[src/hdl/mac_pkg.sv]
package mac_pkg;

   // Datapath widths, sized after the DSP slice this block replaces
   localparam int OPERAND_W = 18;
   localparam int PRODUCT_W = 2 * OPERAND_W;   // Full signed product
   localparam int ACC_W     = 48;              // P register width

   typedef logic signed [OPERAND_W-1:0] operand_t;   // A and B operands
   typedef logic signed [PRODUCT_W-1:0] product_t;   // M stage
   typedef logic signed [ACC_W-1:0]     acc_t;       // P stage, wraps mod 2**48

   // Pair FIFO depth unless the top level overrides it
   localparam int DEPTH_DEFAULT = 4;

   // Per-operand hold slot in the pairing stage
   typedef enum logic {
      SLOT_EMPTY,   // Ready for a new strobe
      SLOT_HELD     // Waiting for the partner operand
   } state_t;

endpackage

[src/hdl/pair_if.sv]
`timescale 1ns/1ps

// Write side of the pair FIFO
interface pair_wr_if;
   logic              push;   // One-cycle write strobe
   mac_pkg::operand_t a;      // Operand A of the pair
   mac_pkg::operand_t b;      // Operand B of the pair
   logic              full;   // No room for another pair

   modport producer (
      output push,
      output a,
      output b,
      input  full
   );

   modport buffer (
      input  push,
      input  a,
      input  b,
      output full
   );
endinterface

// Read side, head pair shown while not empty
interface pair_rd_if;
   logic              pop;     // Consume head on this edge
   mac_pkg::operand_t a;      // Head operand A
   mac_pkg::operand_t b;      // Head operand B
   logic              empty;   // Head not valid

   modport buffer (
      input  pop,
      output a,
      output b,
      output empty
   );

   modport consumer (
      output pop,
      input  a,
      input  b,
      input  empty
   );
endinterface

[src/hdl/mac_accumulator.sv]
`timescale 1ns/1ps

module mac_accumulator (
   input  logic          clk,
   input  logic          rst_n,
   pair_rd_if.consumer   rd,
   input  logic          mac_en,
   input  logic          acc_clr,
   output mac_pkg::acc_t data_p,
   output logic          p_valid
);

   // Operand stage, like A1/B1
   mac_pkg::operand_t a1;
   mac_pkg::operand_t b1;
   logic              v1;

   // Multiplier stage, like M
   mac_pkg::product_t m_reg;
   logic              v2;

   mac_pkg::acc_t     m_ext;   // Product widened to the accumulator

   // mac_en gates entry only; pairs already inside drain out
   assign rd.pop = mac_en & ~rd.empty;

   // Signed cast extends the sign bit
   assign m_ext = mac_pkg::acc_t'(m_reg);

   // Datapath registers
   always_ff @(posedge clk) begin
      if (rd.pop) begin
         a1 <= rd.a;   // Head captured on the pop edge
         b1 <= rd.b;
      end
      if (v1) begin
         m_reg <= a1 * b1;   // 36-bit signed context
      end
   end

   // Stage valids
   always_ff @(posedge clk or negedge rst_n) begin
      if (!rst_n) begin
         v1 <= 1'b0;
         v2 <= 1'b0;
      end else begin
         v1 <= rd.pop;
         v2 <= v1;
      end
   end

   // P stage
   always_ff @(posedge clk or negedge rst_n) begin
      if (!rst_n) begin
         data_p  <= '0;
         p_valid <= 1'b0;
      end else begin
         p_valid <= v2;   // One pulse per product
         if (acc_clr) begin
            // Clear wins, but a product arriving now becomes the new start
            data_p <= v2 ? m_ext : '0;
         end else if (v2) begin
            data_p <= data_p + m_ext;   // Wraps modulo 2**48
         end
      end
   end

endmodule

[src/hdl/mac_top.sv]
`timescale 1ns/1ps

module mac_top #(
   parameter int FIFO_DEPTH = mac_pkg::DEPTH_DEFAULT
) (
   input  logic              clk,
   input  logic              rst_n,
   input  mac_pkg::operand_t data_a,
   input  logic              a_valid,
   input  mac_pkg::operand_t data_b,
   input  logic              b_valid,
   input  logic              mac_en,    // Consumer enable
   input  logic              acc_clr,   // Restart accumulation
   output logic              a_ready,
   output logic              b_ready,
   output mac_pkg::acc_t     data_p,
   output logic              p_valid
);

   pair_wr_if u_wr_if ();   // Pairing to FIFO
   pair_rd_if u_rd_if ();   // FIFO to MAC

   // Producer, one hold slot per operand
   operand_pairing u_pairing (
      .clk     (clk),
      .rst_n   (rst_n),
      .data_a  (data_a),
      .a_valid (a_valid),
      .data_b  (data_b),
      .b_valid (b_valid),
      .a_ready (a_ready),
      .b_ready (b_ready),
      .wr      (u_wr_if.producer)
   );

   // Buffer, absorbs pairs while mac_en is low
   operand_fifo #(
      .FIFO_DEPTH (FIFO_DEPTH)
   ) u_fifo (
      .clk   (clk),
      .rst_n (rst_n),
      .wr    (u_wr_if.buffer),
      .rd    (u_rd_if.buffer)
   );

   // Consumer, three-stage MAC
   mac_accumulator u_mac (
      .clk     (clk),
      .rst_n   (rst_n),
      .rd      (u_rd_if.consumer),
      .mac_en  (mac_en),
      .acc_clr (acc_clr),
      .data_p  (data_p),
      .p_valid (p_valid)
   );

endmodule

[src/hdl/operand_fifo.sv]
`timescale 1ns/1ps

module operand_fifo #(
   parameter int FIFO_DEPTH = mac_pkg::DEPTH_DEFAULT
) (
   input  logic      clk,
   input  logic      rst_n,
   pair_wr_if.buffer wr,
   pair_rd_if.buffer rd
);

   // Pointer needs at least one bit even for depth 1
   localparam int PTR_W = (FIFO_DEPTH > 1) ? $clog2(FIFO_DEPTH) : 1;
   localparam int CNT_W = $clog2(FIFO_DEPTH + 1);   // Holds 0..FIFO_DEPTH

   localparam logic [PTR_W-1:0] PTR_LAST = PTR_W'(FIFO_DEPTH - 1);
   localparam logic [CNT_W-1:0] CNT_FULL = CNT_W'(FIFO_DEPTH);

   mac_pkg::operand_t mem_a [FIFO_DEPTH];   // A half of each pair
   mac_pkg::operand_t mem_b [FIFO_DEPTH];   // B half of each pair

   logic [PTR_W-1:0] wr_ptr;
   logic [PTR_W-1:0] rd_ptr;
   logic [CNT_W-1:0] count;   // Pairs stored
   logic             do_wr;
   logic             do_rd;

   // Status from occupancy
   assign rd.empty = (count == '0);
   assign wr.full  = (count == CNT_FULL);

   // Guard both sides against protocol slips
   assign do_wr = wr.push & ~wr.full;
   assign do_rd = rd.pop & ~rd.empty;

   // Head always on the read port
   assign rd.a = mem_a[rd_ptr];
   assign rd.b = mem_b[rd_ptr];

   // Storage
   always_ff @(posedge clk) begin
      if (do_wr) begin
         mem_a[wr_ptr] <= wr.a;
         mem_b[wr_ptr] <= wr.b;
      end
   end

   // Pointers wrap at the last slot, so any depth works
   always_ff @(posedge clk or negedge rst_n) begin
      if (!rst_n) begin
         wr_ptr <= '0;
         rd_ptr <= '0;
      end else begin
         if (do_wr) begin
            wr_ptr <= (wr_ptr == PTR_LAST) ? '0 : wr_ptr + 1'b1;
         end
         if (do_rd) begin
            rd_ptr <= (rd_ptr == PTR_LAST) ? '0 : rd_ptr + 1'b1;
         end
      end
   end

   // Occupancy
   always_ff @(posedge clk or negedge rst_n) begin
      if (!rst_n) begin
         count <= '0;
      end else begin
         case ({do_wr, do_rd})
            2'b10:   count <= count + 1'b1;   // Write only
            2'b01:   count <= count - 1'b1;   // Read only
            default: count <= count;          // Both or neither, level unchanged
         endcase
      end
   end

endmodule

[src/hdl/operand_pairing.sv]
`timescale 1ns/1ps

module operand_pairing (
   input  logic              clk,
   input  logic              rst_n,
   input  mac_pkg::operand_t data_a,
   input  logic              a_valid,
   input  mac_pkg::operand_t data_b,
   input  logic              b_valid,
   output logic              a_ready,
   output logic              b_ready,
   pair_wr_if.producer       wr
);

   mac_pkg::state_t   a_state;   // Slot for A
   mac_pkg::state_t   b_state;   // Slot for B
   mac_pkg::operand_t a_hold;
   mac_pkg::operand_t b_hold;
   logic              a_load;
   logic              b_load;
   logic              pair_go;   // Both held and FIFO has room

   // Ready is simply the slot being free
   assign a_ready = (a_state == mac_pkg::SLOT_EMPTY);
   assign b_ready = (b_state == mac_pkg::SLOT_EMPTY);

   // Strobes only count into an empty slot
   assign a_load = a_valid & a_ready;
   assign b_load = b_valid & b_ready;

   assign pair_go = (a_state == mac_pkg::SLOT_HELD) &
                    (b_state == mac_pkg::SLOT_HELD) & ~wr.full;

   // Push in the same cycle the pair completes
   assign wr.push = pair_go;
   assign wr.a    = a_hold;
   assign wr.b    = b_hold;

   // Operand capture
   always_ff @(posedge clk) begin
      if (a_load) begin
         a_hold <= data_a;
      end
      if (b_load) begin
         b_hold <= data_b;
      end
   end

   // Slot state
   always_ff @(posedge clk or negedge rst_n) begin
      if (!rst_n) begin
         a_state <= mac_pkg::SLOT_EMPTY;
         b_state <= mac_pkg::SLOT_EMPTY;
      end else begin
         // A full slot waits here while the FIFO is full
         if (pair_go) begin
            a_state <= mac_pkg::SLOT_EMPTY;   // Pair handed over
            b_state <= mac_pkg::SLOT_EMPTY;
         end else begin
            if (a_load) begin
               a_state <= mac_pkg::SLOT_HELD;
            end
            if (b_load) begin
               b_state <= mac_pkg::SLOT_HELD;
            end
         end
      end
   end

endmodule

[config.mk]
export PLATFORM = sky130hd
export DESIGN_NAME = mac_top
export DESIGN_NICKNAME = d
export VERILOG_FILES = /design/src/hdl/mac_pkg.sv /design/src/hdl/pair_if.sv /design/src/hdl/mac_accumulator.sv /design/src/hdl/mac_top.sv /design/src/hdl/operand_fifo.sv /design/src/hdl/operand_pairing.sv
export SDC_FILE = /design/constraint.sdc
export NUM_CORES = 1
export LEC_CHECK = 0
export BUFFER_PORTS_ARGS = -buffer_cell sky130_fd_sc_hd__clkbuf_2
export CORE_MARGIN = 1
export CORE_UTILIZATION = 50
export DETAILED_ROUTE_END_ITERATION = 10
export HOLD_SLACK_MARGIN = 0.12
export PLACE_DENSITY = 0.69
export SYNTH_ARGS = -nofsm -noshare
export SYNTH_HDL_FRONTEND = slang
export SYNTH_HIERARCHICAL = 1
export SYNTH_SLANG_ARGS = --single-unit
[constraint.sdc]
create_clock -name clk -period 6.32 [get_ports clk]
set_clock_uncertainty 0.1 [all_clocks]
set_input_delay 1.264 -clock clk [delete_from_list [all_inputs] [get_ports clk]]
set_output_delay 1.264 -clock clk [all_outputs]
set_load 0.01 [all_outputs]
==> results_dict.tcl <==
set metrics [dict create \
    synth_top_cell_area_share_pct 29.3 \
    synth_cells 2264 \
    fmax_ghz 0.157 \
    path_max_fanout 5 \
    regArea_sq_mm 0.00907 \
    n_fill_cell 4065 \
    multi_input_area_sq_mm 0.0153 \
    end_kind "flip-flop" \
    grt_use_met1_pct 27.8 \
    clock-root-buffer "clkbuf_16" \
    top_usage_layer "met2" \
    synth_area_leaders "edfxtp_1 29%, fa_1 26%, ha_1 7.1%" \
    layout-drive-gt1-share_pct 19.9 \
    crit_type "flip-flop to flip-flop" \
    avgSynthCellArea_sq_um 11.4 \
    min_period_ns 6.39 \
    report.final.hold_viol_count 0 \
    ys_seq_area_share_pct 35.2 \
    antenna_found_initial 0 \
    gr-usage-met3_pct 3.45 \
    min_path_type "flip-flop to flip-flop" \
    cp_slowest_cell "fa_1" \
    fin_hold_ws_ns 0.397 \
    ios 93 \
    synthTopCellsByCount "398 x inv_1, 331 x fa_1, 252 x edfxtp_1" \
    num_antenna_cells 0 \
    rows 82 \
    max_slew.worst_pin.slew_ns 0.881 \
    core_area_sq_mm 0.0505 \
    required_ns 6.56 \
    die_area_sq_mm 0.0525 \
    violations "negative setup slack" \
    final_area_sq_mm 0.0301 \
    final_net_count 3036 \
    cts.clk_slew.worst_paths_ns 0.06 \
    hpwlAfterDp_um 42800 \
    grt_pass1_wl_um 92400 \
    yosysWarnings 6 \
    grt-ovfl-total 0 \
    h-tree-depth 2 \
    vias_per_cell 5.23 \
    initial_core_util_pct 51.1 \
    drc 0 \
    max_stage_delay_ns 0.55 \
    cts_tree "yes" \
    startpoint_type "flip-flop" \
    top_regs "u_fifo/mem_a (72), u_fifo/mem_b (72), u_mac/data_p (48)" \
    areaGrowthSynthToFinish_pct 16.8 \
    grt_pass1_vias 18300 \
    setup_ws_ns -0.0691 \
    wl_per_cell_um 17.2 \
    clockBufferDepth 3 \
    drtIter0Drc 992 \
    routabilityCongestion 0.885 \
    fp.dieW_um 229 \
    cap_violations 0 \
    firstDrtPassIters 5 \
    slew_headroom_pct 41.3 \
    synth.distinct_cells 75 \
    syn_area_sq_mm 0.0258 \
    cp.arrival_ns 6.63 \
    worst_skew_pair.late_latency_ns 0.56 \
    cts_hold_buf 0 \
    status "finished with violations" \
    synth_async_sr_flop_share_pct 19.2 \
    grt_util_met2_pct 38.6 \
    die_y_um 229 \
    dpl_cell_area_sq_mm 0.0281 \
    dr_total_vias 16800 \
    io_buffers 92 \
    slew_viol_final 0 \
    final_core_util_pct 59.7 \
    syn_nets 2783 \
    cp_common_cell "fa_1" \
    rsz0062_at_grt "true" \
    synth_edf_count 252 \
    ys_seq_elements 312 \
    yosysTopAreaCell "edfxtp_1" \
    grtUsageTotal_pct 21.9 \
    synth-main-ff-cell "edfxtp_1" \
    clkSinkCount 312 \
    period_share_pct 101 \
    wl_um 55300 \
    cts_buffers 36 \
    yosysMostFrequentCell "inv_1" \
    postRouteAntennaNets 0 \
    grt_max_degree 61 \
    setup_viol 2 \
]
placed cells by master (no fill, tap or decap), types with 15 or more instances in the layout:
cell	synthesis	routed
a21o_1	49	49
a21oi_1	92	84
and2_1	174	166
buf_4	1	169
buf_6	1	26
clkbuf_16	0	37
clkbuf_2	0	91
dfrtp_1	60	59
edfxtp_1	252	252
fa_1	331	306
fa_2	0	25
ha_1	146	129
inv_1	398	380
inv_2	0	18
mux4_2	36	36
nand2_1	214	211
nor2_1	72	70
o21ai_0	64	61
o21bai_1	15	15
xnor2_1	52	52
xor2_1	27	27
timing repair:
action                     4_1_cts  5_1_grt
gates resized for setup         99       22
setup endpoints to repair        9       13
hold endpoints to repair         0        0
pin swaps                       75       17
buffers inserted                32        6
routing by layer:
metal  up-vias  routed length (um)
met5         -                   0
met4         0                1460
met3       107                2420
met2       414               27600
met1      8371               23800
li1       7912                   -
path summary, 6_finish.rpt:
check | startpoint | endpoint | slack [ns] | depth (start not counted)
setup / recovery | u_mac/a1[5] | u_mac/m_reg[35] | -0.07 | 25
hold / removal | u_pairing/wr.a[12] | u_fifo/mem_a[3][12] | 0.40 | 0
min in group asynchronous | rst_n | u_fifo/rd_ptr[1] | 0.82 | 2
max in group asynchronous | rst_n | u_fifo/rd_ptr[0] | 4.73 | 2
setup reg to reg | u_mac/a1[5] | u_mac/m_reg[35] | -0.07 | 25
hold reg to reg | u_pairing/wr.a[12] | u_fifo/mem_a[3][12] | 0.40 | 0
final cells by class:
type	count	area share (%)
multi-input cells	1473	50.6
flip-flops and latches	312	30.1
repair buffers	296	7.31
inverters	398	4.96
clock buffers	47	3.26
well taps	672	2.79
clock inverters	18	0.930
critical path: cells and delay by family (launching register included):
family,cells,cell delay (ns)
compound gates,7,1.33
fa+ha+maj,7,2.78
buf+inv,8,0.76
flops,1,0.40
mux,1,0.13
simple gates,2,0.66
stage by stage:
| step | instances | worst slack (ns) | TNS [ns] |
|---|---|---|---|
| after floorplan | 2264 | 0.00860 | 0 |
| after global placement | 3113 | -0.222 | -0.401 |
| after detailed placement | 3113 | -0.318 | -0.893 |
| after CTS | 3210 | -0.0798 | -0.159 |
| after global routing | 3216 | -0.257 | -1.03 |
| final | 3216 | -0.0691 | -0.132 |
cells by family after synthesis:
| group | after synthesis | share of synthesized area, % |
|---|---|---|
| mux | 46 | 3.55 |
| simple gates | 548 | 10.5 |
| buf+inv | 479 | 7.16 |
| xor+xnor | 79 | 2.68 |
| flops | 312 | 35.2 |
| fa+ha+maj | 477 | 32.8 |
| compound gates | 323 | 8.15 |
Power is left out: the tool's default activity adds up to more than one toggle a clock period on the data nets, which glitch-free logic cannot reach.
